### src/tile_pkg.sv
// Single-beat messages only; address map assumes a 24-bit space with DRAM starting at 24'h80_0000
package tile_pkg;

  localparam int ADDR_W = 24;
  localparam int DATA_W = 64;
  localparam int TAG_W  = 4;
  localparam int DID_W  = 8;
  localparam int CORD_W = 8;
  localparam int HIO_W  = 8;

  localparam int NUM_DEV   = 3;
  localparam int DEV_IDX_W = 2;

  // Device order is {loopback, cfg, memory}
  localparam logic [DEV_IDX_W-1:0] DEV_MEM  = 2'd0;
  localparam logic [DEV_IDX_W-1:0] DEV_CFG  = 2'd1;
  localparam logic [DEV_IDX_W-1:0] DEV_LOOP = 2'd2;

  // Anything at or above this is non-local and goes to memory
  localparam logic [ADDR_W-1:0] DRAM_BASE = 24'h80_0000;

  localparam int DEV_FIELD_LSB = 19;
  localparam int DEV_FIELD_W   = 4;
  localparam logic [DEV_FIELD_W-1:0] CFG_DEV_ID   = 4'd2;
  localparam logic [DEV_FIELD_W-1:0] CACHE_DEV_ID = 4'd1;

  // Word offset within the address, shared by memory index and cfg offset
  localparam int WORD_LSB  = 3;
  localparam int MEM_WORDS = 256;
  localparam int MEM_IDX_W = $clog2(MEM_WORDS);
  localparam int CFG_REG_W = 2;

  typedef enum logic {
    e_rd = 1'b0,
    e_wr = 1'b1
  } msg_type_e;

  typedef struct packed {
    logic [TAG_W-1:0]  tag;
    msg_type_e         msg_type;
    logic [ADDR_W-1:0] addr;
    logic [DATA_W-1:0] data;
  } cmd_msg_t;

  typedef struct packed {
    logic [TAG_W-1:0]     tag;
    msg_type_e            msg_type;
    logic [ADDR_W-1:0]    addr;
    logic [DEV_IDX_W-1:0] src_dev;
    logic [DATA_W-1:0]    data;
  } resp_msg_t;

  typedef struct packed {
    logic             freeze;
    logic [HIO_W-1:0] hio_mask;
  } cfg_bus_t;

endpackage

### src/cfg_regs.sv
// Four registers at word offsets 0..3; id and coordinate are read-only, writes to them are dropped
`timescale 1ns/1ps

module cfg_regs (
  input  logic                         clk_i,
  input  logic                         rst_n_i,
  input  tile_pkg::cmd_msg_t           cmd_i,
  input  logic                         cmd_v_i,
  output logic                         cmd_ready_o,
  output tile_pkg::resp_msg_t          resp_o,
  output logic                         resp_v_o,
  input  logic                         resp_ready_i,
  input  logic [tile_pkg::DID_W-1:0]   did_i,
  input  logic [tile_pkg::CORD_W-1:0]  cord_i,
  output tile_pkg::cfg_bus_t           cfg_bus_o
);

  import tile_pkg::*;

  logic [CFG_REG_W-1:0] reg_ofs;
  logic                 cmd_fire;
  logic                 is_wr;
  logic [DATA_W-1:0]    rd_data;
  logic                 freeze_q;
  logic [HIO_W-1:0]     hio_mask_q;
  logic                 resp_v_q;
  resp_msg_t            resp_q;

  assign reg_ofs     = cmd_i.addr[WORD_LSB +: CFG_REG_W];
  assign is_wr       = (cmd_i.msg_type == e_wr);
  assign cmd_ready_o = !resp_v_q || resp_ready_i;
  assign cmd_fire    = cmd_v_i && cmd_ready_o;

  always_comb begin
    case (reg_ofs)
      2'd0:    rd_data = DATA_W'(did_i);
      2'd1:    rd_data = DATA_W'(cord_i);
      2'd2:    rd_data = DATA_W'(freeze_q);
      default: rd_data = DATA_W'(hio_mask_q);
    endcase
  end

  // Tile comes up frozen with all hio masked off
  always_ff @(posedge clk_i or negedge rst_n_i) begin
    if (!rst_n_i) begin
      freeze_q   <= 1'b1;
      hio_mask_q <= '0;
    end else if (cmd_fire && is_wr) begin
      if (reg_ofs == 2'd2) begin
        freeze_q <= cmd_i.data[0];
      end
      if (reg_ofs == 2'd3) begin
        hio_mask_q <= cmd_i.data[HIO_W-1:0];
      end
    end
  end

  always_ff @(posedge clk_i or negedge rst_n_i) begin
    if (!rst_n_i) begin
      resp_v_q <= 1'b0;
    end else if (cmd_fire) begin
      resp_v_q <= 1'b1;
    end else if (resp_ready_i) begin
      resp_v_q <= 1'b0;
    end
  end

  always_ff @(posedge clk_i) begin
    if (cmd_fire) begin
      resp_q <= '{tag: cmd_i.tag, msg_type: cmd_i.msg_type, addr: cmd_i.addr,
                  src_dev: '0, data: (is_wr ? '0 : rd_data)};
    end
  end

  assign resp_o    = resp_q;
  assign resp_v_o  = resp_v_q;
  assign cfg_bus_o = '{freeze: freeze_q, hio_mask: hio_mask_q};

endmodule

### config.mk
export PLATFORM = sky130hd
export DESIGN_NAME = cfg_regs
export DESIGN_NICKNAME = d
export VERILOG_FILES = /design/src/tile_pkg.sv /design/src/cfg_regs.sv
export SDC_FILE = /design/constraint.sdc
export NUM_CORES = 1
export LEC_CHECK = 0
export ABC_CLOCK_PERIOD_IN_PS = 2130
export BUFFER_PORTS_ARGS = -buffer_cell sky130_fd_sc_hd__buf_4
export CELL_PAD_IN_SITES_DETAIL_PLACEMENT = 1
export CELL_PAD_IN_SITES_GLOBAL_PLACEMENT = 2
export CORE_ASPECT_RATIO = 1.75
export CORE_MARGIN = 2
export CORE_UTILIZATION = 19
export DETAILED_ROUTE_END_ITERATION = 10
export PLACE_DENSITY = 0.87
export SKIP_CTS_REPAIR_TIMING = 1
export SYNTH_ARGS = -nofsm -noshare
export SYNTH_HDL_FRONTEND = slang
export SYNTH_SLANG_ARGS = --single-unit
export TNS_END_PERCENT = 100
### constraint.sdc
create_clock -name clk_i -period 2.13 [get_ports clk_i]
set_input_delay 0.5325 -clock clk_i [delete_from_list [all_inputs] [get_ports clk_i]]
set_output_delay 0.5325 -clock clk_i [all_outputs]
set_load 0.02 [all_outputs]
==> reports/qor.txt <==
First-pass GRT wire length -> 7.71 mm
Gpl congestion -> 0.652
Core Rows -> 52
Seq cells post-synth -> 47
Min Tclk post-route -> 1.60 ns
Die Ht -> 147 um
I/O pin cnt -> 219
Placed inst area -> 0.00292 mm2
Post-DP HPWL -> 4.33 mm
Clk_lat worst skew -> 0.29 ns
Syn_area_per_cell -> 14.1 um2
RSZ-0062 raised after global routing -> false
Slew Limit Fails -> 0
Setup TNS -> 0 ns
Clock Tree Buf Depth -> 2
Delay-heaviest family, CP -> buffers and inverters
Unique cell type count in the Yosys netlist -> 19
Final core utilization -> 27.0%
CTS buffer count -> 5
Syn Inst Count -> 156
Die span in x -> 85.5 um
Largest net degree at the start of global routing -> 38
Top cells by area, synth -> edfxtp_1 50%, buf_4 20%, dfrtp_1 10%
Fin area -> 0.00309 mm2
HP Class -> primary input to async pin
Initial Util -> 19.3%
Crit path buf inv count -> 2
Clk sinks -> 47
Gr ovfl total -> 0
Critical path's slowest cell -> nand2b_1
Share of post-route cells with drive strength above 1 -> 50.4%
Antenna Nets Post-Route -> 0
Cell area power density -> 833 mW/mm2
DRT iter0 DRCs -> 33
Antenna violations before repair -> 0
Yosys warns -> 0
Reg clk slew, reported paths -> 0.07 ns
Wire per inst -> 13.5 um
F_max -> 0.624 GHz
Std-Cell Core Area -> 0.0115 mm2
Post-synthesis sequential area ratio -> 61.7%
Critical Path Max Stage Delay -> 0.23 ns
Startpoint Class -> primary input
TritonRoute pass-1 iters -> 3
Final setup vio count -> 0
Drt drc -> 0
Final period util -> 75.3%
Final hold vios -> 0
Critical Path Fanout Max -> 5
Worst VDD drop -> 0.366 mV
Area Growth Syn to Fin -> 40.0%
GRT Overall Usage -> 8.27%
Critical Path RT -> 1.60 ns
Post-synth top area share -> 50.3%
Leak -> 1.40 nW
Crit path kind -> primary input to output port
Total power -> 2.57 mW
Crit-path most repeated cell -> buf_4
Cell Area, Synth -> 0.00221 mm2
Post-synth top area cell -> edfxtp_1
Total wire length after detailed routing -> 5.41 mm
Antenna Cells -> 0
Outcome -> finished clean
Nets -> 376
Avg Vias per Cell -> 3.56
Max Cap Viol -> 0
CP cell instances -> buf_4, nand2b_1, buf_4
Vias in the first global route -> 1417
CP Capture Type -> output port
CTS tree -> done
Die ar. -> 0.0125 mm2
Worst Skew -> 0.00527 ns
Vias after detailed routing -> 1421
CTS HTree Levels -> 2
Port-buffer cells -> 104
Crit path DAT -> 1.07 ns
Clk root buf -> clkbuf_16
[flip-flops by register name, indices dropped and copies added, names as in the netlist]
register    count
resp_v_o        1
resp_o         37
freeze_q        1
hio_mask_q      8
[metal layers]
layer	vias up	share of wire [%]	GRT usage (%)
met3	9	11	2.32
met2	119	52	15.1
met1	662	34	8.64
met4	0	2.3	3.57
li1	631	-	-
met5	-	0	0
[synth_stat cells]
cell type	n
buf_4	59
edfxtp_1	37
dfrtp_1	9
mux2_2	9
a21oi_1	7
mux2i_1	7
nand2_1	7
or2_2	7
buf_6	2
nand2b_1	2
nor2b_1	2
and2_1	1
and2_4	1
clkbuf_2	1
conb_1	1
dfstp_2	1
mux4_1	1
nand4_1	1
nand4_4	1
[power by group]
group	switching [mW]	internal, mW
clock	0.342	0.554
combinational	0.312	0.228
sequential	0.0483	1.09
[layout by cell type (no fill, tap or decap), types with 2 or more instances in the layout]
cell type / netlist / final
a21oi_1: 7 / 7
mux2_2: 9 / 9
mux2i_1: 7 / 7
dfrtp_1: 9 / 9
clkbuf_16: 0 / 5
or2_2: 7 / 7
nand2b_1: 2 / 2
nor2b_1: 2 / 2
conb_1: 1 / 58
nand2_1: 7 / 7
buf_4: 59 / 104
edfxtp_1: 37 / 37
[layout make-up]
type                    count  area [um2]
clock buffers               5         125
clock inverters             3        43.8
fillers                  1290        8360
multi-input cells         104         589
flip-flops and latches     47        1360
well taps                 135         169
repair buffers            105         801
[metrics by stage]
step                instances  setup slack (ns)  hold slack [ns]
finish                    399             0.527           0.0726
global placement          391             0.368            0.385
floorplan                 213             0.281            0.237
global route              399             0.475           0.0757
detailed placement        391             0.367            0.385
CTS                       399             0.516           0.0683
[path summary, 6_finish.rpt]
path	endpoint	cells past startpoint	start	slack, ns
min in group clk_i	resp_o[83]$_DFFE_PP_	1	cmd_i[81]	0.42
min reg2reg	hio_mask_q[3]$_DFFE_PN0P_	1	hio_mask_q[3]$_DFFE_PN0P_	0.54
max in group asynchronous	freeze_q$_DFFE_PN1P_	1	rst_n_i	1.83
max	cmd_ready_o	3	resp_ready_i	0.53
min	hio_mask_q[4]$_DFFE_PN0P_	1	rst_n_i	0.07
max reg2reg	resp_o[74]$_DFFE_PP_	3	resp_v_o$_DFFE_PN0P_	0.78
[logic make-up (layout without fill, tap and decap cells)]
logic type | count (synthesis) | in the layout | synth area share, %
compound gates | 7 | 7 | 1.59
buf+inv | 62 | 113 | 21.3
flops | 47 | 47 | 61.7
mux | 17 | 17 | 8.96
other cells | 1 | 58 | 0.170
simple gates | 22 | 22 | 6.24
No activity file was read; power rests on OpenSTA's default activity.
