<file path="src/tile_pkg.sv">
// Single-beat messages only; address map assumes a 24-bit space with DRAM starting at 24'h80_0000
package tile_pkg;

  localparam int ADDR_W = 24;
  localparam int DATA_W = 64;
  localparam int TAG_W  = 4;
  localparam int DID_W  = 8;
  localparam int CORD_W = 8;
  localparam int HIO_W  = 8;

  localparam int NUM_DEV   = 3;
  localparam int DEV_IDX_W = 2;

  // Device order is {loopback, cfg, memory}
  localparam logic [DEV_IDX_W-1:0] DEV_MEM  = 2'd0;
  localparam logic [DEV_IDX_W-1:0] DEV_CFG  = 2'd1;
  localparam logic [DEV_IDX_W-1:0] DEV_LOOP = 2'd2;

  // Anything at or above this is non-local and goes to memory
  localparam logic [ADDR_W-1:0] DRAM_BASE = 24'h80_0000;

  localparam int DEV_FIELD_LSB = 19;
  localparam int DEV_FIELD_W   = 4;
  localparam logic [DEV_FIELD_W-1:0] CFG_DEV_ID   = 4'd2;
  localparam logic [DEV_FIELD_W-1:0] CACHE_DEV_ID = 4'd1;

  // Word offset within the address, shared by memory index and cfg offset
  localparam int WORD_LSB  = 3;
  localparam int MEM_WORDS = 256;
  localparam int MEM_IDX_W = $clog2(MEM_WORDS);
  localparam int CFG_REG_W = 2;

  typedef enum logic {
    e_rd = 1'b0,
    e_wr = 1'b1
  } msg_type_e;

  typedef struct packed {
    logic [TAG_W-1:0]  tag;
    msg_type_e         msg_type;
    logic [ADDR_W-1:0] addr;
    logic [DATA_W-1:0] data;
  } cmd_msg_t;

  typedef struct packed {
    logic [TAG_W-1:0]     tag;
    msg_type_e            msg_type;
    logic [ADDR_W-1:0]    addr;
    logic [DEV_IDX_W-1:0] src_dev;
    logic [DATA_W-1:0]    data;
  } resp_msg_t;

  typedef struct packed {
    logic             freeze;
    logic [HIO_W-1:0] hio_mask;
  } cfg_bus_t;

endpackage

</file>
<file path="src/stream_buffer.sv">
// One entry only; full throughput relies on the consumer taking the item in the cycle it shows
`timescale 1ns/1ps

module stream_buffer #(
  parameter type payload_t = logic
) (
  input  logic     clk_i,
  input  logic     rst_n_i,
  input  payload_t data_i,
  input  logic     v_i,
  output logic     ready_o,
  output payload_t data_o,
  output logic     v_o,
  input  logic     ready_i
);

  logic     full_q;
  payload_t data_q;

  // Accept while empty or while the held item leaves
  assign ready_o = !full_q || ready_i;
  assign v_o     = full_q;
  assign data_o  = data_q;

  always_ff @(posedge clk_i or negedge rst_n_i) begin
    if (!rst_n_i) begin
      full_q <= 1'b0;
    end else if (ready_o) begin
      full_q <= v_i;
    end
  end

  always_ff @(posedge clk_i) begin
    if (v_i && ready_o) begin
      data_q <= data_i;
    end
  end

endmodule

</file>
<file path="src/resp_arbiter.sv">
// Round-robin over NUM_DEV sources; response order across devices is not kept, use the tag
`timescale 1ns/1ps

module resp_arbiter (
  input  logic                                      clk_i,
  input  logic                                      rst_n_i,
  input  tile_pkg::resp_msg_t [tile_pkg::NUM_DEV-1:0] dev_resp_i,
  input  logic [tile_pkg::NUM_DEV-1:0]              dev_v_i,
  output logic [tile_pkg::NUM_DEV-1:0]              dev_ready_o,
  output tile_pkg::resp_msg_t                       resp_o,
  output logic                                      resp_v_o,
  input  logic                                      resp_ready_i
);

  import tile_pkg::*;

  logic [DEV_IDX_W-1:0] rr_q;
  logic [DEV_IDX_W-1:0] grant_idx;
  logic                 found;
  logic                 buf_ready;
  resp_msg_t            arb_resp;

  // First valid source at or after the pointer
  always_comb begin : grant_search
    int unsigned idx;
    found     = 1'b0;
    grant_idx = '0;
    for (int i = 0; i < NUM_DEV; i++) begin
      idx = (int'(rr_q) + i) % NUM_DEV;
      if (!found && dev_v_i[idx]) begin
        found     = 1'b1;
        grant_idx = DEV_IDX_W'(idx);
      end
    end
  end

  always_comb begin
    dev_ready_o = '0;
    dev_ready_o[grant_idx] = found && buf_ready;
    arb_resp         = dev_resp_i[grant_idx];
    arb_resp.src_dev = grant_idx;
  end

  always_ff @(posedge clk_i or negedge rst_n_i) begin
    if (!rst_n_i) begin
      rr_q <= '0;
    end else if (found && buf_ready) begin
      rr_q <= (grant_idx == DEV_IDX_W'(NUM_DEV - 1)) ? '0 : grant_idx + 1'b1;
    end
  end

  stream_buffer #(.payload_t(resp_msg_t)) u_out_buf (
    .clk_i  (clk_i),
    .rst_n_i(rst_n_i),
    .data_i (arb_resp),
    .v_i    (found),
    .ready_o(buf_ready),
    .data_o (resp_o),
    .v_o    (resp_v_o),
    .ready_i(resp_ready_i)
  );

endmodule

</file>
<file path="config.mk">
export PLATFORM = sky130hd
export DESIGN_NAME = resp_arbiter
export DESIGN_NICKNAME = d
export VERILOG_FILES = /design/src/tile_pkg.sv /design/src/stream_buffer.sv /design/src/resp_arbiter.sv
export SDC_FILE = /design/constraint.sdc
export NUM_CORES = 1
export LEC_CHECK = 0
export BUFFER_PORTS_ARGS = -buffer_cell sky130_fd_sc_hd__buf_4
export CAP_MARGIN = 30
export CELL_PAD_IN_SITES_DETAIL_PLACEMENT = 0
export CELL_PAD_IN_SITES_GLOBAL_PLACEMENT = 1
export CORE_AREA = 2 2 150 152
export CTS_CLUSTER_DIAMETER = 60
export DETAILED_ROUTE_END_ITERATION = 10
export DIE_AREA = 0 0 152 154
export PLACE_DENSITY_LB_ADDON = 0.1
export SYNTH_ARGS = -nofsm -noshare
export SYNTH_HDL_FRONTEND = slang
export SYNTH_SLANG_ARGS = --single-unit
</file>
<file path="constraint.sdc">
create_clock -name clk_i -period 8.9 [get_ports clk_i]
set_clock_uncertainty 0.1 [all_clocks]
set_input_delay 1.335 -clock clk_i [delete_from_list [all_inputs] [get_ports clk_i]]
set_output_delay 1.335 -clock clk_i [all_outputs]
set_load 0.005 [all_outputs]
</file>
==> flow_summary.yaml <==
clocking:
  cts.sinks: 98
  clock_latency_ps: 350
  ctsHtreeMaxLevel: 3
  cts_max_path_buffers: 2
  cts_tree: "done"
  cts_hold_buffers: 0
  cts_made_buffers: 9
  cts_root_buf: "clkbuf_16"
  clkSlewWorstSetupHoldPaths_ps: 70
  post_cts_resized: 0
  post-cts-setup-buffers: 0
layout:
  num-nets-final: 1402
  nFillCells: 2042
  diodes: 0
  area_delta_synth_final_pct: 38.4
  drive_above_1_share: 0.506
yosys:
  synth_top_area_frac: 0.349
  synth_mux_area_frac: 0.00688
  syn-cell-area_sq_mm: 0.00819
  synth_xor_area_frac: 0
  synth_area_leaders: "edfxtp_1 35%, a211oi_2 11%, o31ai_2 11%"
  synth-compound-area-share: 0.354
  synth-edff-count: 95
  syn_inst: 792
  synth_warnings: 0
  synthTopCellsByCount: "116 x a211oi_1, 98 x nand2_1, 96 x nor2b_1"
  synth_cell_types: 41
  async_flop_share: 0.0306
  avgSynthCellArea_sq_um: 10.3
  yosys.area.top_type: "edfxtp_1"
  synth_simple_gate_area_frac: 0.202
  syn-num-nets: 1087
  synth_fa_ha_area_frac: 0.00611
  synth_top_family_by_area: "compound AO/OA/AOI/OAI gates"
  yosysMostFrequentCell: "a211oi_1"
  synth-seq-area-share: 0.358
  ys.flop_type: "edfxtp_1"
  synth-seq-cells: 98
run_status:
  status: "completed"
worst_setup_path:
  crit_start: "dev_v_i[1]"
  worstPathRequired_ps: 7470
  rr_worst_depth: 9
  start_kind: "primary input"
  cp.arrival_ps: 3680
  path_max_fanout: 45
  crit_path_end_kind: "primary output"
  worstSetupPathType: "primary input to primary output"
  rr_startpoint: "rr_q[1]"
global_routing:
  grt_pass1_wl_um: 43500
  antenna_found_initial: 0
  grt_max_degree: 94
  grt_remaining_overflow: 0
  grt_pass1_vias: 7422
  globalRouteTotalUtil: 0.235
routing:
  antenna_left: 0
  routed_via_density: 5.49
  drt_iter0_markers: 369
  drt-wirelength-per-cell_um: 20.5
  drc: 0
  drt-total-wl_um: 28600
  routed-via-count: 7640
  first_pass_iters: 4
timing:
  tightest_slew_ps: 1010
  grt_setup_unrepaired: "no"
  fin_tns_setup_ps: 0
  relSlewSlack: 0.328
  hold_slack_ps: 458
  slew_viol_final: 0
  max_freq_mhz: 195
  setup_viol: 0
  finalWorstPathRequiredPeriod_ps: 5120
  hold_viol_final: 0
  finalCritPeriodShare: 0.575
place:
  io_buffers: 383
  hpwl_um: 19100
  gp_routability_congestion: 0.784
min_path:
  hold_start: "rr_q[1]"
  min_path_type: "flop to flop"
  hold_path_depth: 1
floorplan:
  coreArea_sq_mm: 0.0217
  die_height_um: 154
  ioPinCount: 390
  num_rows: 54
  initial_core_util: 0.377
  die_w_um: 152
  die_area_sq_mm: 0.0234
power:
  leakage_nw: 4.48
  peakVddDrop_mv: 0.217
  power_density_mw_per_mm2: 358
flow_run:
  drv_cap: 0
-- state kept, by name, summed over array words and instances (netlist names) --
signal and flops:
u_out_buf.data_o 95, u_out_buf.v_o 1, rr_q 2
-- cells by family (layout without fill, tap and decap cells) --
| logic type | Yosys count | in the layout |
|---|---|---|
| adder cells (fa/ha/maj) | 4 | 4 |
| flip-flops | 98 | 98 |
| multiplexers | 5 | 5 |
| AO/OA/AOI/OAI | 288 | 288 |
| buffers and inverters | 96 | 416 |
| AND/OR/NAND/NOR | 301 | 301 |
-- cell type report --
class / count / area, sq um / share of cell area
timing repair buffer: 396 / 3010 / 0.265
clock inverter: 5 / 103 / 0.00906
multi-input combinational: 598 / 4690 / 0.414
inverter: 4 / 17.5 / 0.00155
tap: 280 / 350 / 0.0309
sequential: 98 / 2930 / 0.259
clock buffer: 11 / 233 / 0.0205
-- where the power goes --
part	switching, mW	internal [mW]	leakage [nW]
registers	0.0723	0.943	0.957
clock network	0.195	0.276	0.161
logic	1.47	1.10	3.37
total	1.74	2.32	4.48
-- worst max-delay path: stages --
cell and delay (ps):
buf_4 130, mux2i_1 290, or2_4 600, nand2_4 370, buf_16 330, mux2_2 320
nor3_1 140, buf_4 150
-- placed cells by master (no fill, tap or decap), types with 2 or more instances in the layout --
cell,netlist,layout
o31ai_1,24,24
nor2b_1,96,96
a211oi_1,116,116
buf_4,2,394
clkbuf_16,0,9
nand2_4,1,2
a211oi_2,70,70
nor3_1,2,2
o31ai_2,70,70
nor2_1,2,2
dfrtp_1,3,3
inv_1,3,3
clkbuf_1,38,2
ha_1,4,3
bufinv_16,0,3
and3_1,93,93
mux2i_1,2,2
edfxtp_1,95,95
nand2_1,98,98
-- path summary, 6_finish.rpt --
check / slack [ps] / to
setup / recovery: 3780 / dev_ready_o[2]
max in group asynchronous: 7950 / rr_q[1]
min in group asynchronous: 660 / u_out_buf.v_o
hold / removal: 460 / rr_q[1]
hold reg to reg: 460 / rr_q[1]
setup reg to reg: 5120 / u_out_buf.data_o[0]
-- stage by stage --
step	area [sq um]	setup slack, ps	utilization	instances	power, mW
global placement	10900	3510	0.505	1374	3.57
floorplan	8190	5100	-	792	2.82
CTS	11300	3730	0.522	1392	4.10
detailed placement	11000	3730	0.507	1376	3.63
global route	11300	3610	0.522	1392	4.33
finish	11300	3780	0.522	1392	4.06
-- routing by layer --
layer  vias to the layer above  part of all wire  GRT usage
met3                        39             0.067     0.0575
met4                         0             0.027     0.0850
li1                       3704                 -          -
met5                         -                 0          0
met1                      3627              0.40      0.288
met2                       270              0.51      0.401
Power figures use the tool's default switching activity.
