## src/tile_pkg.sv

```systemverilog
// Single-beat messages only; address map assumes a 24-bit space with DRAM starting at 24'h80_0000
package tile_pkg;

  localparam int ADDR_W = 24;
  localparam int DATA_W = 64;
  localparam int TAG_W  = 4;
  localparam int DID_W  = 8;
  localparam int CORD_W = 8;
  localparam int HIO_W  = 8;

  localparam int NUM_DEV   = 3;
  localparam int DEV_IDX_W = 2;

  // Device order is {loopback, cfg, memory}
  localparam logic [DEV_IDX_W-1:0] DEV_MEM  = 2'd0;
  localparam logic [DEV_IDX_W-1:0] DEV_CFG  = 2'd1;
  localparam logic [DEV_IDX_W-1:0] DEV_LOOP = 2'd2;

  // Anything at or above this is non-local and goes to memory
  localparam logic [ADDR_W-1:0] DRAM_BASE = 24'h80_0000;

  localparam int DEV_FIELD_LSB = 19;
  localparam int DEV_FIELD_W   = 4;
  localparam logic [DEV_FIELD_W-1:0] CFG_DEV_ID   = 4'd2;
  localparam logic [DEV_FIELD_W-1:0] CACHE_DEV_ID = 4'd1;

  // Word offset within the address, shared by memory index and cfg offset
  localparam int WORD_LSB  = 3;
  localparam int MEM_WORDS = 256;
  localparam int MEM_IDX_W = $clog2(MEM_WORDS);
  localparam int CFG_REG_W = 2;

  typedef enum logic {
    e_rd = 1'b0,
    e_wr = 1'b1
  } msg_type_e;

  typedef struct packed {
    logic [TAG_W-1:0]  tag;
    msg_type_e         msg_type;
    logic [ADDR_W-1:0] addr;
    logic [DATA_W-1:0] data;
  } cmd_msg_t;

  typedef struct packed {
    logic [TAG_W-1:0]     tag;
    msg_type_e            msg_type;
    logic [ADDR_W-1:0]    addr;
    logic [DEV_IDX_W-1:0] src_dev;
    logic [DATA_W-1:0]    data;
  } resp_msg_t;

  typedef struct packed {
    logic             freeze;
    logic [HIO_W-1:0] hio_mask;
  } cfg_bus_t;

endpackage

```

## src/cmd_router.sv

```systemverilog
// Combinational steering only; the command payload fans out to every buffer at the top level
`timescale 1ns/1ps

module cmd_router (
  input  tile_pkg::cmd_msg_t           cmd_i,
  input  logic                         cmd_v_i,
  output logic                         cmd_ready_o,
  output logic [tile_pkg::NUM_DEV-1:0] dev_v_o,
  input  logic [tile_pkg::NUM_DEV-1:0] dev_ready_i
);

  import tile_pkg::*;

  logic                   is_local;
  logic [DEV_FIELD_W-1:0] dev_field;
  logic                   is_cfg;
  logic                   is_mem;
  logic [DEV_IDX_W-1:0]   dst;

  assign is_local  = (cmd_i.addr < DRAM_BASE);
  assign dev_field = cmd_i.addr[DEV_FIELD_LSB +: DEV_FIELD_W];
  assign is_cfg    = is_local && (dev_field == CFG_DEV_ID);
  // Non-local addresses always land in memory
  assign is_mem    = !is_local || (dev_field == CACHE_DEV_ID);

  always_comb begin
    if (is_cfg) begin
      dst = DEV_CFG;
    end else if (is_mem) begin
      dst = DEV_MEM;
    end else begin
      dst = DEV_LOOP;
    end
  end

  always_comb begin
    dev_v_o      = '0;
    dev_v_o[dst] = cmd_v_i;
  end

  // Only the chosen buffer can stall the command
  assign cmd_ready_o = dev_ready_i[dst];

endmodule

```

## config.mk

```make
export PLATFORM = sky130hd
export DESIGN_NAME = cmd_router
export DESIGN_NICKNAME = d
export VERILOG_FILES = /design/src/tile_pkg.sv /design/src/cmd_router.sv
export SDC_FILE = /design/constraint.sdc
export NUM_CORES = 1
export LEC_CHECK = 0
export BUFFER_PORTS_ARGS = -buffer_cell sky130_fd_sc_hd__buf_2
export CAP_MARGIN = 15
export CORE_AREA = 2 2 39 41
export DETAILED_ROUTE_END_ITERATION = 12
export DIE_AREA = 0 0 41 43
export GPL_ROUTABILITY_DRIVEN = 0
export GPL_TIMING_DRIVEN = 0
export PLACE_DENSITY = 0.86
export SLEW_MARGIN = 20
export SYNTH_ARGS = -nofsm -noshare
export SYNTH_HDL_FRONTEND = slang
export SYNTH_SLANG_ARGS = --single-unit
```

## constraint.sdc

```tcl
create_clock -name vclk -period 2.7
set_input_delay 0.135 -clock vclk [all_inputs]
set_output_delay 0.135 -clock vclk [all_outputs]
set_load 0.02 [all_outputs]
```

==> impl_metrics.tcl, run 1 <==
set metrics [dict create \
    seq_cell_count 0 \
    cts_resized 0 \
    worst_ep_arrival_time_ns 1.31 \
    path_class "primary input to primary output" \
    die_w_um 41 \
    leakage_uw 0.0000905 \
    p_per_area_nw_per_um2 142 \
    fin_crit_ns 1.44 \
    seq_area_frac_synth_pct 0 \
    yosys_warnings 0 \
    synth_top_area_cell "nor4b_1" \
    ir_drop_v 0.0000352 \
    synth.avg_cell_area_um2 7.24 \
    synth_common_cells "nor4b_1 (2), o21a_1 (2)" \
    wire_per_inst_um 7.74 \
    final_cells 43 \
    drtPass1Iterations 2 \
    worstPathRequired_ns 2.57 \
    synthesis.area_um2 101 \
    portBuffers 13 \
    avgViaCountPerCell 3.77 \
    slew_viol_final 0 \
    route.detailed.drc 0 \
    diodes 0 \
    slew-limit-headroom_pct 71.5 \
    start_kind "primary input" \
    std_cell_rows 14 \
    tns_ns 0 \
    combinationalPowerShare_pct 100.0 \
    endpoint "cmd_ready_o" \
    dr.first_iter.drc_count 1 \
    grt_setup_unrepaired "no" \
    synth_nets 111 \
    vias 162 \
    die-area_um2 1760 \
    track_usage_pct 4.30 \
    start_util_pct 7.32 \
    crit_fanout 6 \
    yosysTopAreaCellShare_pct 17.3 \
    ctsHoldBuffers 0 \
    pin_count 101 \
    setup_viol 0 \
    chipHeight_um 43 \
    antenna_left 0 \
    fmax_mhz 692 \
    clock_power_share_pct 0 \
    core_um2 1380 \
    outcome "finished, final reports clean" \
    p_int_uw 12.6 \
    seq_area_um2 0 \
    fin_crit_sh_pct 53.5 \
    yosys-top-cells-area "nor4b_1 (17%), o21a_1 (15%), o311a_1 (9.9%), a211o_1 (8.6%), xor2_1 (8.6%)" \
    maxCapViolCount 0 \
    grt_pass1_vias 159 \
    end_kind "primary output" \
    routed_wl_um 333 \
    grt_max_degree 7 \
    hold_viol_final 0 \
    nNetsFinal 126 \
    synthDistinctLibCells 12 \
    grt_pass1_wl_um 579 \
    postCtsSetupBuffers 0 \
    n_clock_buffer 0 \
    antenna_found_initial 0 \
    worst_pin_slew_ns 0.421 \
    dp_cells 43 \
    crit_path_start "cmd_i[83]" \
    p_sw_uw 13.9 \
    holdCritPathClass "primary input to primary output" \
    overflow 0 \
    n_fill_cell 161 \
    area_growth_pct 84.0 \
    syn_inst 14 \
    sw_frac_of_total_pct 52.4 \
    seqPwrFrac_pct 0 \
    drive_gt1_share_pct 48.1 \
]
per-layer routing:
layer  wire length (um)  share of wire [%]  global-route usage [%]  vias up
met4                  0                  0                       0        0
met5                  0                  0                       0        -
met2                177                 53                    9.38       12
met3                 40                 12                       0        0
li1                   -                  -                       -       82
met1                115                 35                    4.11       68
cell type report:
| type | instances | area (um^2) | share of cell area (%) |
|---|---|---|---|
| Multi-Input combinational cell | 13 | 97.6 | 52.3 |
| Timing Repair Buffer | 13 | 65.1 | 34.9 |
| Tap cell | 16 | 20.0 | 10.7 |
| Inverter | 1 | 3.75 | 2.01 |
power groups by stage:
| stage | combinational (uW) | sequential, uW | clock, uW |
|---|---|---|---|
| final | 26.4 | 0 | 0 |
| after global routing | 29.2 | 0 | 0 |
| after CTS | 26.7 | 0 | 0 |
| after detailed placement | 26.7 | 0 | 0 |
| after global placement | 26.0 | 0 | 0 |
| after floorplan | 13.4 | 0 | 0 |
layout by cell type (no fill, tap or decap):
cell      Yosys  routed
o21a_1        2       2
or2b_1        1       1
o311a_1       1       1
buf_2         0      13
nor4b_1       2       2
nand2b_1      1       1
inv_1         1       1
nor2_1        1       1
a21oi_1       1       1
a211o_1       1       1
xor2_1        1       1
or4_1         1       1
o21bai_1      1       1
through the flow:
step	cell area, um^2	hold slack, ns	power [uW]	util (%)	setup slack, ns
final	186	0.606	26.4	13.5	1.26
after CTS	186	0.608	26.7	13.5	1.25
after global routing	186	0.616	29.2	13.5	1.20
after global placement	186	0.603	26.0	13.5	1.26
after floorplan	101	0.353	13.4	-	1.48
after detailed placement	186	0.608	26.7	13.5	1.25
worst min path at each step:
stage / from / end / cells past startpoint
global placement: cmd_i[83] / dev_v_o[1] / 3
global route: cmd_v_i / dev_v_o[0] / 3
finish: cmd_v_i / dev_v_o[0] / 3
detailed placement: cmd_i[83] / dev_v_o[1] / 3
floorplan: cmd_i[83] / dev_v_o[1] / 1
CTS: cmd_i[83] / dev_v_o[1] / 3
logic make-up after synthesis:
kind of cell / Yosys count / synth area share, %
and+or+nand+nor: 6 / 42.0
buffers and inverters: 1 / 3.70
xor gates and xnor gates: 1 / 8.64
AOI/OAI and AO/OA: 6 / 45.7
critical path, stage by stage:
cell     delay, ns
buf_2         0.13
or4_1         0.51
a211o_1       0.26
o311a_1       0.11
buf_2         0.16
Power figures use the tool's default switching activity.
==> run 2, diff against run 1 <==
Settings changed: ABC_AREA set to 1, PLACE_DENSITY 0.86 to 0.89.
Clock period 2.7 ns to 1.3 ns, I/O delays scaled along.
==> run 2 against run 1 <==
  * Count of clock-buffer cells in the layout stayed put
  * Worst setup slack worse by 0.84 ns
  * Total power is 99% higher
  * Largest cell class unchanged
  * Synthesized area is 2.5% lower
  * Synthesized cell count is 50% higher
  * Non-clock buffer count stayed put
  * Sequential cell count stayed put
  * Core utilization is 0.18 points lower
  * Cell area is 1.3% lower
  * Worst hold slack worse by 0.10 ns
  * Wire length is 6.0% lower
==> impl_metrics.tcl, run 2 <==
set metrics [dict create \
    antenna_left 0 \
    crit_fanout 4 \
    pin_count 101 \
    holdPathStages 4 \
    start_util_pct 7.14 \
    vias 166 \
    routed_wl_um 313 \
    path_class "primary input to primary output" \
    fmax_mhz 1130 \
    final_common_cell "buf_2" \
    slew-limit-headroom_pct 90.3 \
    final_util_pct 13.3 \
    worst_ep_arrival_time_ns 0.82 \
    path_cells "buf_2, nor2_2, nand2_1, nand3_2, nand3_1, nand2_1, buf_2" \
    synth_top_area_cell "inv_1" \
    seq_area_um2 0 \
    grt_setup_unrepaired "no" \
    worst_pin_slew_ns 0.146 \
    synthDistinctLibCells 8 \
    yosys-top-cells-area "inv_1 (23%), nand2_1 (15%), nand4_1 (13%), nor2_2 (13%), nor2_1 (11%)" \
    dp_cells 50 \
    synth_most_common_cell "inv_1" \
    power_uw 52.6 \
    fin_crit_ns 0.886 \
    seq_cell_count 0 \
    synthesis.area_um2 98.8 \
    drive_gt1_share_pct 47.1 \
    worstPathRequired_ns 1.24 \
    portBuffers 13 \
    grt_max_degree 6 \
    die_w_um 41 \
    hold_viol_final 0 \
    seq_area_frac_synth_pct 0 \
    setup_viol 0 \
    area_growth_pct 86.1 \
    ir_drop_v 0.0000488 \
    slew_viol_final 0 \
    tns_ns 0 \
    avgViaCountPerCell 3.32 \
    min_to "dev_v_o[2]" \
    yosysTopAreaCellShare_pct 22.8 \
    holdCritPathClass "primary input to primary output" \
    leakage_uw 0.000119 \
    die-area_um2 1760 \
    final_cell_mix "buf_2 (13), inv_1 (6), nand2_1 (4), nor2_1 (3)" \
    cts_resized 0 \
    fin_crit_sh_pct 68.2 \
    drtPass1Iterations 1 \
    synth.avg_cell_area_um2 4.71 \
    track_usage_pct 3.60 \
    yosys_warnings 0 \
    nNetsFinal 133 \
    synth_common_cells "inv_1 (6), nand2_1 (4), nor2_1 (3)" \
    end_kind "primary output" \
    grt_pass1_vias 134 \
    p_per_area_nw_per_um2 286 \
    diodes 0 \
    core_um2 1380 \
    synth_nets 118 \
    final_cells 50 \
    n_clock_buffer 0 \
    antenna_found_initial 0 \
    maxCapViolCount 0 \
    wire_per_inst_um 6.26 \
    crit_slowest_cell "buf_2" \
    start_kind "primary input" \
    hpwl_um 302 \
    grt_pass1_wl_um 476 \
    dr.first_iter.drc_count 0 \
    ctsHoldBuffers 0 \
    chipHeight_um 43 \
    overflow 0 \
    postCtsSetupBuffers 0 \
    std_cell_rows 14 \
    min_from "cmd_v_i" \
    syn_inst 21 \
    route.detailed.drc 0 \
    outcome "finished, final reports clean" \
    slowest_delay_ns 0.16 \
]
[run 2: cell types whose count changed after synthesis, moves of 2 or more]
cell,change
inv_1,+5
nand2_1,+4
nand3_1,+2
nand4_1,+2
nor2_1,+2
nor2_2,+2
nor4b_1,-2
o21a_1,-2
[run 2: per-stage QoR]
stage	instance area, um^2	hold WS (ns)	setup slack (ns)
2_1_floorplan	98.8	0.290	0.566
3_3_place_gp	184	0.511	0.430
3_5_place_dp	184	0.505	0.411
4_1_cts	184	0.508	0.411
5_1_grt	184	0.532	0.344
6_report	184	0.504	0.414
[run 2: kinds of logic after synthesis]
logic type / synth area share, %
AOI/OAI and AO/OA: 5.06
buffers and inverters: 22.8
and+or+nand+nor: 72.1
[run 2: report_power, final]
part | internal (uW) | leakage [uW] | total (uW) | switching (uW)
Sequential | 0 | 0 | 0 | 0
Clock | 0 | 0 | 0 | 0
Combinational | 22.2 | 0.000119 | 52.6 | 30.4
[run 2: worst max path at each step]
stage / slack, ns / startpoint / endpoint
2_1_floorplan: 0.57 / cmd_i[86] / dev_v_o[0]
3_3_place_gp: 0.43 / cmd_i[86] / cmd_ready_o
3_5_place_dp: 0.41 / cmd_i[86] / cmd_ready_o
4_1_cts: 0.41 / cmd_i[86] / cmd_ready_o
5_1_grt: 0.34 / cmd_i[86] / cmd_ready_o
6_report: 0.41 / cmd_i[86] / cmd_ready_o
[run 2: final cells by class]
class / instances / area (um^2)
Multi-Input combinational cell: 15 / 76.3
Tap cell: 16 / 20.0
Fill cell: 153 / 1200
Timing Repair Buffer: 13 / 65.1
Inverter: 6 / 22.5
[run 2: critical path, delay by kind of cell]
kind,cells,cell delay [ns]
buffers and inverters,2,0.26
and+or+nand+nor,5,0.50
[run 2: per-layer routing]
layer  track usage, %  wire (um)  vias up
met5                0          0        -
met4                0          0        0
met3                0         26        0
met2             6.88        158        9
met1             4.43        128       64
li1                 -          -       93
==> run 3, diff against run 2 <==
Clock period 1.3 ns to 0.8 ns, I/O delays scaled along.
==> run 3 against run 2 <==
  * Combinational power rose by 130%
  * Global-route usage did not move
  * Largest power group unchanged
  * Critical endpoint unchanged
  * Core utilization rose by 4.2 points
  * Total power rose by 130%
  * Worst hold slack got worse by 0.058 ns
  * First-iteration DRC count rose by 2
  * Cell count did not move
  * Critical path depth did not move
  * Cell area rose by 32%
==> impl_metrics.tcl, run 3 (synthesis results as in run 2) <==
set metrics [dict create \
    antenna_found_initial 0 \
    hpwl_um 302 \
    holdCritPathClass "primary input to primary output" \
    setup_viol 0 \
    slew_viol_final 0 \
    fin_crit_sh_pct 96.1 \
    n_fill_cell 154 \
    outcome "finished, final reports clean" \
    grt_pass1_vias 134 \
    power_uw 122 \
    track_usage_pct 3.60 \
    holdPathStages 4 \
    p_per_area_nw_per_um2 503 \
    end_kind "primary output" \
    worst_ep_arrival_time_ns 0.73 \
    chipHeight_um 43 \
    multi_input_area_um2 114 \
    grt_pass1_wl_um 476 \
    tns_ns 0 \
    path_cells "buf_2, nor2_4, nand2_2, nand3_2, nand3_2, nand2_2, buf_6" \
    slowest_delay_ns 0.13 \
    min_to "cmd_ready_o" \
    path_class "primary input to primary output" \
    std_cell_rows 14 \
    grt_max_degree 6 \
    diodes 0 \
    route.detailed.drc 0 \
    seq_cell_count 0 \
    fmax_mhz 1300 \
    dr.first_iter.drc_count 2 \
    worst_pin_slew_ns 0.145 \
    leakage_uw 0.000129 \
    routed_wl_um 380 \
    die-area_um2 1760 \
    nNetsFinal 133 \
    crit_slowest_cell "nor2_4" \
    min_from "dev_ready_i[2]" \
    vias 175 \
    final_common_cell "buf_2" \
    ctsHoldBuffers 0 \
    hold_viol_final 0 \
    crit_fanout 4 \
    maxCapViolCount 0 \
    seq_area_um2 0 \
    area_growth_pct 146 \
    antenna_left 0 \
    wire_per_inst_um 7.60 \
    overflow 0 \
    worstPathRequired_ns 0.76 \
    portBuffers 13 \
    avgViaCountPerCell 3.50 \
    slew-limit-headroom_pct 90.3 \
    final_cell_mix "buf_2 (9), nand2_2 (4)" \
    core_um2 1380 \
    ir_drop_v 0.000106 \
    drtPass1Iterations 4 \
    start_kind "primary input" \
    pin_count 101 \
    fin_crit_ns 0.769 \
    n_clock_buffer 0 \
    postCtsSetupBuffers 0 \
    drive_gt1_share_pct 76.5 \
    die_w_um 41 \
    start_util_pct 7.14 \
]
-- run 3: cell counts in the layout (fill, tap and decap cells not counted) --
Identical to the previous run, type by type.
-- run 3: stage by stage --
stage,area (um^2),utilization (%),setup WS [ns],std cells,hold WS (ns)
floorplan,98.8,-,0.116,21,0.240
global placement,184,13.3,-0.0196,50,0.461
detailed placement,184,13.3,-0.0386,50,0.455
CTS,194,14.0,0.00788,50,0.458
global route,243,17.5,-0.00920,50,0.460
finish,243,17.5,0.0309,50,0.446
-- run 3: worst max-delay path: cells and delay by family --
kind                   cells  cell delay (ns)
and+or+nand+nor            5             0.46
buffers and inverters      2             0.22
-- run 3: where the power goes --
group / leakage, uW / switching, uW / internal (uW)
Combinational: 0.000129 / 65.6 / 56.6
Sequential: 0 / 0 / 0
Clock: 0 / 0 / 0
Total: 0.000129 / 65.6 / 56.6
-- run 3: routing by layer --
metal	share of wire (%)	vias up	GRT usage [%]
met4	0	0	0
met1	32	74	4.43
met3	7.1	0	0
met5	0	-	0
met2	61	9	6.88
li1	-	92	-
-- run 3: timing repair --
action / in CTS / in global routing
resized for setup: 3 / 15
pin swaps: 0 / 9
endpoints found under the setup margin: 1 / 1
endpoints found under the hold margin: 0 / 0
-- run 3: cell type report --
cell class | instances | share of cell area, %
Tap cell | 16 | 8.25
Multi-Input combinational cell | 15 | 46.9
Inverter | 6 | 9.28
Timing Repair Buffer | 13 | 35.6
-- run 3: how the worst max path moves through the flow --
stage               from     endpoint  slack, ns  cells past startpoint
5_1_grt        cmd_i[86]  cmd_ready_o     -0.009                      7
3_5_place_dp   cmd_i[86]  cmd_ready_o      -0.04                      7
3_3_place_gp   cmd_i[86]  cmd_ready_o      -0.02                      7
2_1_floorplan  cmd_i[86]   dev_v_o[0]       0.12                      3
4_1_cts        cmd_i[83]  cmd_ready_o      0.008                      7
6_report       cmd_i[86]  cmd_ready_o       0.03                      7
