--- config.mk ---
export PLATFORM = sky130hd
export DESIGN_NAME = loopback_dev
export DESIGN_NICKNAME = d
export VERILOG_FILES = /design/src/tile_pkg.sv /design/src/loopback_dev.sv
export SDC_FILE = /design/constraint.sdc
export NUM_CORES = 1
export LEC_CHECK = 0
export BUFFER_PORTS_ARGS = -buffer_cell sky130_fd_sc_hd__buf_2
export CAP_MARGIN = 10
export CORE_AREA = 3 3 74 76
export DETAILED_ROUTE_END_ITERATION = 12
export DIE_AREA = 0 0 77 79
export MAX_ROUTING_LAYER = met4
export PLACE_DENSITY = 0.78
export RECOVER_POWER = 50
export SKIP_LAST_GASP = 1
export SLEW_MARGIN = 20
export SYNTH_ARGS = -nofsm -noshare
export SYNTH_HDL_FRONTEND = slang
export SYNTH_SLANG_ARGS = --single-unit
--- constraint.sdc ---
create_clock -name clk_i -period 2.79 [get_ports clk_i]
set_clock_uncertainty 0.05 [all_clocks]
set_input_delay 0.4185 -clock clk_i [delete_from_list [all_inputs] [get_ports clk_i]]
set_output_delay 0.4185 -clock clk_i [all_outputs]
set_load 0.01 [all_outputs]
--- src/tile_pkg.sv ---
// Single-beat messages only; address map assumes a 24-bit space with DRAM starting at 24'h80_0000
package tile_pkg;

  localparam int ADDR_W = 24;
  localparam int DATA_W = 64;
  localparam int TAG_W  = 4;
  localparam int DID_W  = 8;
  localparam int CORD_W = 8;
  localparam int HIO_W  = 8;

  localparam int NUM_DEV   = 3;
  localparam int DEV_IDX_W = 2;

  // Device order is {loopback, cfg, memory}
  localparam logic [DEV_IDX_W-1:0] DEV_MEM  = 2'd0;
  localparam logic [DEV_IDX_W-1:0] DEV_CFG  = 2'd1;
  localparam logic [DEV_IDX_W-1:0] DEV_LOOP = 2'd2;

  // Anything at or above this is non-local and goes to memory
  localparam logic [ADDR_W-1:0] DRAM_BASE = 24'h80_0000;

  localparam int DEV_FIELD_LSB = 19;
  localparam int DEV_FIELD_W   = 4;
  localparam logic [DEV_FIELD_W-1:0] CFG_DEV_ID   = 4'd2;
  localparam logic [DEV_FIELD_W-1:0] CACHE_DEV_ID = 4'd1;

  // Word offset within the address, shared by memory index and cfg offset
  localparam int WORD_LSB  = 3;
  localparam int MEM_WORDS = 256;
  localparam int MEM_IDX_W = $clog2(MEM_WORDS);
  localparam int CFG_REG_W = 2;

  typedef enum logic {
    e_rd = 1'b0,
    e_wr = 1'b1
  } msg_type_e;

  typedef struct packed {
    logic [TAG_W-1:0]  tag;
    msg_type_e         msg_type;
    logic [ADDR_W-1:0] addr;
    logic [DATA_W-1:0] data;
  } cmd_msg_t;

  typedef struct packed {
    logic [TAG_W-1:0]     tag;
    msg_type_e            msg_type;
    logic [ADDR_W-1:0]    addr;
    logic [DEV_IDX_W-1:0] src_dev;
    logic [DATA_W-1:0]    data;
  } resp_msg_t;

  typedef struct packed {
    logic             freeze;
    logic [HIO_W-1:0] hio_mask;
  } cfg_bus_t;

endpackage

--- src/loopback_dev.sv ---
// Acks every command with zero data; address and data are not checked
`timescale 1ns/1ps

module loopback_dev (
  input  logic                clk_i,
  input  logic                rst_n_i,
  input  tile_pkg::cmd_msg_t  cmd_i,
  input  logic                cmd_v_i,
  output logic                cmd_ready_o,
  output tile_pkg::resp_msg_t resp_o,
  output logic                resp_v_o,
  input  logic                resp_ready_i
);

  import tile_pkg::*;

  logic      resp_v_q;
  resp_msg_t resp_q;
  logic      cmd_fire;

  assign cmd_ready_o = !resp_v_q || resp_ready_i;
  assign cmd_fire    = cmd_v_i && cmd_ready_o;

  always_ff @(posedge clk_i or negedge rst_n_i) begin
    if (!rst_n_i) begin
      resp_v_q <= 1'b0;
    end else if (cmd_fire) begin
      resp_v_q <= 1'b1;
    end else if (resp_ready_i) begin
      resp_v_q <= 1'b0;
    end
  end

  // Header echoed as is
  always_ff @(posedge clk_i) begin
    if (cmd_fire) begin
      resp_q <= '{tag: cmd_i.tag, msg_type: cmd_i.msg_type, addr: cmd_i.addr,
                  src_dev: '0, data: '0};
    end
  end

  assign resp_o   = resp_q;
  assign resp_v_o = resp_v_q;

endmodule

==> results of run 1 <==
==> where the power goes <==
part / total (W) / leakage [nW] / switching, W / internal [W]
clock network: 0.000316 / 0.0416 / 0.000146 / 0.000170
logic: 0.000112 / 0.436 / 0.0000805 / 0.0000315
registers: 0.000530 / 0.287 / 0.00000621 / 0.000524
total: 0.000959 / 0.765 / 0.000233 / 0.000726
==> cells in the final DEF, fill, tap and decap left out <==
cell type,Yosys,routed
clkinvlp_4,0,1
clkinv_2,0,1
buf_2,0,49
dfrtp_1,1,1
clkinv_1,0,1
dlygate4sd3_1,0,1
edfxtp_1,29,29
nand2b_1,1,1
clkbuf_1,0,14
nand2b_2,0,1
and2_4,1,1
conb_1,1,66
clkbuf_8,0,5
==> repair_timing <==
item | in CTS | in global routing
hold buffers | 1 | 0
endpoints found under the hold margin | 1 | 0
endpoints found under the setup margin | 0 | 0
==> layout make-up <==
class / count / share of cell area
sequential: 30 / 0.545
timing repair buffer: 64 / 0.187
multi-input combinational: 69 / 0.165
tap: 67 / 0.0510
clock buffer: 5 / 0.0419
clock inverter: 3 / 0.00989
==> sequential cells by signal, summed over array words and instances, names as in the netlist <==
register / cells
resp_o: 29
resp_v_o: 1
==> critical path, delay by kind of cell (launching register included) <==
| family | cells | cell delay, ns |
|---|---|---|
| flip-flops | 1 | 0.39 |
| AND/OR/NAND/NOR | 1 | 0.09 |
| buffers and inverters | 1 | 0.13 |
==> layer usage <==
metal	up-vias	wire (um)
met5	-	0
met4	0	22
met3	2	358
met2	82	1150
met1	340	799
li1	335	-
==> path summary, 6_finish.rpt <==
kind | cells past startpoint | slack [ns] | startpoint | end
worst max-delay path | 2 | 1.44 | resp_v_o$_DFFE_PN0P_ | cmd_ready_o
worst min-delay path | 1 | 0.27 | cmd_i[69] | resp_o[71]$_DFFE_PP_
worst max register to register | 2 | 1.53 | resp_v_o$_DFFE_PN0P_ | resp_o[90]$_DFFE_PP_
worst min register to register | 2 | 0.50 | resp_v_o$_DFFE_PN0P_ | resp_v_o$_DFFE_PN0P_
max in group asynchronous | 2 | 2.21 | rst_n_i | resp_v_o$_DFFE_PN0P_
min in group asynchronous | 2 | 0.40 | rst_n_i | resp_v_o$_DFFE_PN0P_
==> cell families after synthesis <==
group,share of synthesized area
flip-flops,0.629
other,0.00263
buffers and inverters,0.348
AND/OR/NAND/NOR,0.0202
==> through the flow <==
step | util | instances | power [W]
after floorplan | - | 165 | 0.000673
after global placement | 0.328 | 229 | 0.000651
after detailed placement | 0.328 | 229 | 0.000654
after CTS | 0.348 | 238 | 0.000974
after global routing | 0.344 | 238 | 0.00100
final | 0.344 | 238 | 0.000959
==> reports/results.ini, run 1 <==
[place]
hpwlAfterDp_mm=1.95
placed_cell_area_sq_um=1570
port_buffers=63
gp_congestion=0.695
pre_cts_slack_ns=1.38

[yosys]
synth_ff_type=edfxtp_1
yosysMostFrequentCell=buf_4
synth_common_cells=66 x buf_4, 29 x edfxtp_1
synth_top_area_frac=0.612
synth_area_leaders=edfxtp_1 61%, buf_4 35%, dfrtp_1 1.8%, nand2b_4 0.97%, and2_4 0.62%
syn-cell-area_sq_um=1420
synth-edff-count=29
ys_types=7
netlist_instances=100
yosysTopAreaCell=edfxtp_1
synth_warnings=0
syn_avg_cell_area_sq_um=14.2
async_reset_ff_frac=0.0333
synth-seq-cells=30
ys_seq_area_frac=0.629

[timing]
timing.fmax_ghz=0.742
hold_violations=0
post-route-min-period_ns=1.35
tns_ns=0
rsz0062_at_grt=no
timing.final.ws_setup_ns=1.44
final_max_slew_viol_count=0
whs_ns=0.270
min_period_over_period=0.483
setup_viol=0

[detailed_routing]
drt_wl_total_mm=2.33
avgViaCountPerCell=3.19
antenna_left=0
dr_total_vias=759
drtPass1Iterations=4
post_drt_wl_per_cell_um=9.78
drt_iter0_drc=14
drc=0

[die]
die_area_sq_um=6080
rows=25
initial_core_util=0.298
core_area_sq_um=4790
die_w_um=77
io_pins=194
die_h_um=79

[setup_path]
worst-endpoint-arrival_ns=0.88
endpoint_kind=output port
path_cells=nand2b_2 -> buf_2
crit_path_start_kind=flop
max_stage_delay_ns=0.39
critPathKind=flop to output port
critPathMaxFanout=3
crit_slowest_cell=dfrtp_1
required_ns=2.32

[clocking]
clkTransAtPathRegs_ns=0.06
ctsResizeCount=0
clkLatencyLatePin_ns=0.27
cts_buffers=5
clk_path_buf_depth=2
tritoncts=built
cts.sinks=30
cts.root.buffer_cell=clkbuf_8
h-tree-depth=2
postCtsSetupRepairBufs=0

[outcome]
status=finished, final reports clean

[global_route]
antenna_found_initial=0
grt_use_total=0.0726
grt_pass1_wl_mm=3.20
overflow=0
busiest_layer=met2
grt_pass1_vias=707
gr-usage-met1=0.0749
grt_max_degree=30
met2_usage=0.114
grt_util_met3=0.0340

[cells_and_area]
register_area_sq_um=896
antenna_cells=0
multiInputGateArea_sq_um=272
final_area_sq_um=1640
area_delta_synth_final_pct=15.5
final_net_count=267
drive_above_1_share=0.339
fillCellCount=496

[run]
maxCapViolCount=0

[power]
leakage_nw=0.765
power_per_cell_area_nw_per_um2=583
ir_drop_mv=0.399

[min_path]
hold_class=input pin to flop

(Power assumes the default switching activity.)
==> run 2: changes to the inputs <==
clock period = 1.3 ns   (was 2.79 ns; I/O delays follow)
==> run 2 against run 1 <==
Against the previous run: die area is the same; sequential share of layout area down 0.70 points; largest cell class unchanged; cell area is 1.3% higher; non-clock buffer count unchanged; combinational power up 120%; critical path depth unchanged; core utilization grew 0.44 points; sequential power grew 120%; flip-flop and latch count stayed put; setup slack got worse by 1.4 ns; routed wire length rose by 6.8%; global-route usage up 0.23 points.
==> reports/results.ini, run 2 (synthesis results as in run 1) <==
[clocking]
clkLatencyLatePin_ns=0.27  ; about the same
cts.root.buffer_cell=clkbuf_8  ; unchanged
clk_path_buf_depth=2  ; unchanged
h-tree-depth=2  ; unchanged
cts_buffers=5  ; unchanged
cts.sinks=30  ; unchanged
clkTransAtPathRegs_ns=0.06  ; about the same
tritoncts=built  ; unchanged
ctsResizeCount=0  ; unchanged

[setup_path]
crit_path_start_kind=flop  ; unchanged
critPathKind=flop to flop  ; was flop to output port
required_ns=1.20  ; was 2.32 ns
critPathMaxFanout=14  ; was 3
endpoint_kind=flop  ; was output port
worst-endpoint-arrival_ns=1.12  ; was 0.88 ns
reg2reg_depth=2  ; unchanged

[detailed_routing]
drt_iter0_drc=9  ; was 14
antenna_left=0  ; unchanged
drt_wl_total_mm=2.49  ; was 2.33 mm
drtPass1Iterations=2  ; was 4
post_drt_wl_per_cell_um=10.4  ; was 9.78 um
dr_total_vias=777  ; was 759
avgViaCountPerCell=3.25  ; was 3.19
drc=0  ; unchanged

[power]
finalPower_w=0.00207  ; was 0.000959 W
power_per_cell_area_nw_per_um2=1250  ; was 583 nW/um^2
leakage_nw=0.793  ; was 0.765 nW
ir_drop_mv=0.745  ; was 0.399 mV

[timing]
whs_ns=0.0428  ; was 0.270 ns
rsz0062_at_grt=no  ; unchanged
post-route-min-period_ns=1.22
timing.fmax_ghz=0.819
tns_ns=0  ; unchanged
setup_viol=0  ; unchanged
hold_violations=0  ; unchanged
final_max_slew_viol_count=0  ; unchanged
min_period_over_period=0.939

[die]
die_area_sq_um=6080  ; unchanged
initial_core_util=0.298  ; unchanged
die_w_um=77  ; unchanged
die_h_um=79  ; unchanged
core_area_sq_um=4790  ; unchanged
io_pins=194  ; unchanged
rows=25  ; unchanged

[global_route]
grt_max_degree=30  ; unchanged
antenna_found_initial=0  ; unchanged
grt_pass1_wl_mm=3.17  ; was 3.20 mm
overflow=0  ; unchanged
grt_pass1_vias=701  ; was 707
grt_use_total=0.0749  ; was 0.0726

[cells_and_area]
largest_register_ffs=29  ; unchanged
fillCellCount=483  ; was 496
multiInputGateArea_sq_um=284  ; was 272 sq um
final_net_count=268  ; was 267
final_common_cell=conb_1  ; unchanged
layout_common_cells=66 x conb_1, 56 x buf_2, 29 x edfxtp_1, 7 x clkbuf_1, 5 x clkbuf_8  ; was 66 x conb_1, 49 x buf_2, 29 x edfxtp_1, 14 x clkbuf_1, 5 x clkbuf_8
antenna_cells=0  ; unchanged
register_area_sq_um=896  ; unchanged
drive_above_1_share=0.384  ; was 0.339
instances_no_fill=239  ; was 238
final_util=0.348  ; was 0.344
area_delta_synth_final_pct=17.0  ; was 15.5%

[outcome]
status=finished, final reports clean  ; unchanged

[min_path]
hold_class=input pin to flop  ; unchanged
min_path_cells=1  ; unchanged

[place]
gp_congestion=0.696  ; was 0.695
hpwlAfterDp_mm=1.97  ; was 1.95 mm
port_buffers=63  ; unchanged
dpl.cell_count=229  ; unchanged

[run]
maxCapViolCount=0  ; unchanged

[run 2: changes by cell type in the layout (fill, tap and decap cells not counted)]
cell      change
nand2b_4      +1
buf_2         +7
nand2b_2      -1
clkbuf_1      -7
and2_2        +1
[run 2: routing by layer]
layer	wire length, um	GRT usage
met1	814	0.0722
met2	1250	0.119
met3	379	0.0351
met4	44	0.0534
met5	0	-
[run 2: worst paths after layout]
path | slack, ns | to | from
worst min register to register | 0.53 | resp_v_o$_DFFE_PN0P_ | resp_v_o$_DFFE_PN0P_
min in group asynchronous | 0.16 | resp_v_o$_DFFE_PN0P_ | rst_n_i
worst max register to register | 0.08 | resp_o[83]$_DFFE_PP_ | resp_v_o$_DFFE_PN0P_
worst min-delay path | 0.04 | resp_o[84]$_DFFE_PP_ | cmd_i[82]
max in group asynchronous | 0.95 | resp_v_o$_DFFE_PN0P_ | rst_n_i
worst max-delay path | 0.08 | resp_o[83]$_DFFE_PP_ | resp_v_o$_DFFE_PN0P_
[run 2: timing repair]
item                                    CTS  global route
endpoints found under the hold margin     1             0
hold buffers                              1             0
endpoints found under the setup margin    0            29
buffers inserted                          0             0
[run 2: critical path: stages, from the launching register on]
cell      delay [ns]
dfrtp_1         0.42
nand2b_4        0.10
and2_2          0.33
[run 2: layout make-up]
| type | instances | share of cell area |
|---|---|---|
| flip-flops and latches | 30 | 0.538 |
| clock inverters | 3 | 0.00977 |
| well taps | 67 | 0.0503 |
| clock buffers | 5 | 0.0413 |
| multi-input cells | 70 | 0.171 |
| repair buffers | 64 | 0.190 |
[run 2: per-stage QoR]
| step | area, sq um | worst slack, ns |
|---|---|---|
| floorplan | 1670 | 0.0662 |
| global placement | 1570 | 0.0410 |
| detailed placement | 1570 | 0.0112 |
| CTS | 1670 | 0.00250 |
| global route | 1670 | 0.000905 |
| finish | 1670 | 0.0795 |
[run 2: where the power goes]
| group | switching, W | internal [W] |
|---|---|---|
| logic | 0.000175 | 0.0000737 |
| clock network | 0.000321 | 0.000365 |
| registers | 0.0000146 | 0.00112 |
==> run 3: changes to the inputs <==
--- a/config.mk
+++ b/config.mk
@@ -8,9 +8,10 @@
 export BUFFER_PORTS_ARGS = -buffer_cell sky130_fd_sc_hd__buf_2
 export CAP_MARGIN = 10
-export CORE_AREA = 3 3 74 76
+export CORE_AREA = 3 3 73 75
+export CTS_BUF_LIST = sky130_fd_sc_hd__clkbuf_8
 export DETAILED_ROUTE_END_ITERATION = 12
-export DIE_AREA = 0 0 77 79
+export DIE_AREA = 0 0 76 78
 export MAX_ROUTING_LAYER = met4
-export PLACE_DENSITY = 0.78
+export PLACE_DENSITY = 0.79
 export RECOVER_POWER = 50
 export SKIP_LAST_GASP = 1
==> constraint.sdc (replaced) <==
create_clock -name clk_i -period 1.3 [get_ports clk_i]
set_clock_uncertainty 0.05 [all_clocks]
set_input_delay 0.13 -clock clk_i [delete_from_list [all_inputs] [get_ports clk_i]]
set_output_delay 0.13 -clock clk_i [all_outputs]
set_load 0.01 [all_outputs]
==> run 3 against run 2 <==
Against the previous run: clock power decreased by 2%; cell count increased by 12%; flip-flop and latch count unchanged; critical path depth increased by 1; hold slack got worse by 0.024 ns; critical endpoint is now resp_o[85]$_DFFE_PP_; non-clock buffer count increased by 30.
==> reports/results.ini, run 3 (synthesis results as in run 1) <==
[setup_path]
rrSetupSlack_ns=0.12  ; was 0.08 ns
rr_startpoint=resp_v_o$_DFFE_PN0P_  ; unchanged
crit_family=flip-flops  ; was simple AND/OR/NAND/NOR gates
max_stage_delay_ns=0.40  ; was 0.42 ns
reg2reg_depth=3  ; was 2
path_cells=nand2b_2 -> and2_4 -> buf_12  ; was nand2b_4 -> and2_2
crit_slowest_cell=dfrtp_1  ; unchanged
critPathMaxFanout=29  ; was 14
worst-endpoint-arrival_ns=1.10  ; was 1.12 ns
required_ns=1.22  ; was 1.20 ns
path_buf_inv=1  ; was 0
rr_endpoint=resp_o[85]$_DFFE_PP_  ; was resp_o[83]$_DFFE_PP_
critPathKind=flop to flop  ; unchanged
endpoint_kind=flop  ; unchanged
crit_path_start_kind=flop  ; unchanged

[power]
power_per_cell_area_nw_per_um2=1100  ; was 1250 nW/um^2
leakage_nw=0.892  ; was 0.793 nW
ir_drop_mv=0.360  ; was 0.745 mV
finalPower_w=0.00214  ; was 0.00207 W

[cells_and_area]
drive_above_1_share=0.274  ; was 0.384
fillCellCount=464  ; was 483
area_delta_synth_final_pct=36.7  ; was 17.0%
largest_register_ffs=29  ; unchanged
final_common_cell=conb_1  ; unchanged
final_net_count=297  ; was 268
layout_common_cells=66 x conb_1, 46 x buf_2, 30 x dlygate4sd3_1, 29 x edfxtp_1, 17 x clkbuf_1  ; was 66 x conb_1, 56 x buf_2, 29 x edfxtp_1, 7 x clkbuf_1, 5 x clkbuf_8
antenna_cells=0  ; unchanged

[clocking]
cts.root.buffer_cell=clkbuf_8  ; unchanged
cts.sinks=30  ; unchanged
ctsResizeCount=0  ; unchanged
clk_path_buf_depth=2  ; unchanged
tritoncts=built  ; unchanged
clkLatencyLatePin_ns=0.27  ; about the same
h-tree-depth=2  ; unchanged
cts_buffers=5  ; unchanged
postCtsSetupRepairBufs=0  ; unchanged
clkTransAtPathRegs_ns=0.06  ; about the same

[detailed_routing]
dr_total_vias=892  ; was 777
post_drt_wl_per_cell_um=11.1  ; was 10.4 um
drt_wl_total_mm=2.98  ; was 2.49 mm
drtPass1Iterations=3  ; was 2
drt_iter0_drc=36  ; was 9
drc=0  ; unchanged
avgViaCountPerCell=3.33  ; was 3.25
antenna_left=0  ; unchanged

[die]
die_h_um=78  ; was 79 um
core_area_sq_um=4720  ; was 4790 sq um
die_w_um=76  ; was 77 um
initial_core_util=0.301  ; was 0.298
rows=25  ; unchanged
io_pins=194  ; unchanged
die_area_sq_um=5930  ; was 6080 sq um

[global_route]
grt_max_degree=30  ; unchanged
grt_pass1_wl_mm=4.41  ; was 3.17 mm
antenna_found_initial=0  ; unchanged
grt_use_total=0.101  ; was 0.0749
overflow=0  ; unchanged
grt_pass1_vias=804  ; was 701

[timing]
min_period_over_period=0.908  ; was 0.939
rsz0062_at_grt=no  ; unchanged
setup_viol=0  ; unchanged
tns_ns=0  ; unchanged
timing.fmax_ghz=0.847  ; was 0.819 GHz
hold_violations=0  ; unchanged
post-route-min-period_ns=1.18  ; was 1.22 ns
final_max_slew_viol_count=0  ; unchanged

[min_path]
hold_start=cmd_v_i  ; was cmd_i[82]
min_path_cells=2  ; was 1
hold_end=resp_v_o$_DFFE_PN0P_  ; was resp_o[84]$_DFFE_PP_
hold_class=input pin to flop  ; unchanged

[outcome]
status=finished, final reports clean  ; unchanged

[place]
port_buffers=63  ; unchanged
gp_congestion=0.613  ; was 0.696
hpwlAfterDp_mm=1.97  ; about the same

[run]
maxCapViolCount=0  ; unchanged

[run 3: cell count changes in the layout (fill, tap and decap cells not counted)]
cell           change
and2_2             -1
buf_12             +1
buf_2             -10
clkbuf_1          +10
clkinvlp_4         -1
dlygate4sd3_1     +29
inv_1              +1
nand2b_2           +1
nand2b_4           -1
[run 3: routing by layer]
layer  track usage  routed length [um]
met1         0.103                1060
met4        0.0435                  51
met3        0.0476                 465
met2         0.168                1400
met5             -                   0
[run 3: worst register-to-register path, delay by kind of cell (launching register included)]
family,cells,cell delay [ns]
flops,1,0.40
simple gates,2,0.24
buf+inv,1,0.18
[run 3: how the worst max path moves through the flow]
stage                              start              endpoint  slack (ns)  cells past startpoint
finish              resp_v_o$_DFFE_PN0P_  resp_o[85]$_DFFE_PP_        0.12                      3
global route        resp_v_o$_DFFE_PN0P_  resp_o[89]$_DFFE_PP_        0.07                      3
CTS                 resp_v_o$_DFFE_PN0P_  resp_o[70]$_DFFE_PP_        0.11                      3
detailed placement  resp_v_o$_DFFE_PN0P_  resp_o[76]$_DFFE_PP_        0.12                      3
global placement    resp_v_o$_DFFE_PN0P_  resp_o[86]$_DFFE_PP_        0.12                      3
floorplan           resp_v_o$_DFFE_PN0P_  resp_o[66]$_DFFE_PP_        0.07                      2
[run 3: repair_timing]
| action | CTS | global route |
|---|---|---|
| hold buffers | 30 | 0 |
| setup endpoints to repair | 0 | 0 |
| endpoints found under the hold margin | 30 | 0 |
[run 3: area by class of cell]
cell class                      count  area, sq um  share of cell area
Clock buffer                        5         68.8              0.0353
Clock inverter                      3         12.5             0.00643
Multi-Input combinational cell     69          272               0.139
Sequential cell                    30          896               0.460
Tap cell                           67         83.8              0.0431
Timing Repair Buffer               94          614               0.316
[run 3: report_power, final]
part	internal [W]	switching, W
Combinational	0.000131	0.000191
Sequential	0.00112	0.0000141
Clock	0.000359	0.000317
Total	0.00161	0.000522
[run 3: stage by stage]
step | instance area [sq um] | setup WS, ns | utilization | instances | hold slack, ns
floorplan | 1670 | 0.0662 | - | 165 | -0.216
global placement | 1590 | 0.116 | 0.337 | 230 | -0.144
detailed placement | 1590 | 0.117 | 0.337 | 230 | -0.144
CTS | 1970 | 0.106 | 0.418 | 268 | 0.0122
global route | 1950 | 0.0726 | 0.412 | 268 | 0.0326
finish | 1950 | 0.119 | 0.412 | 268 | 0.0185
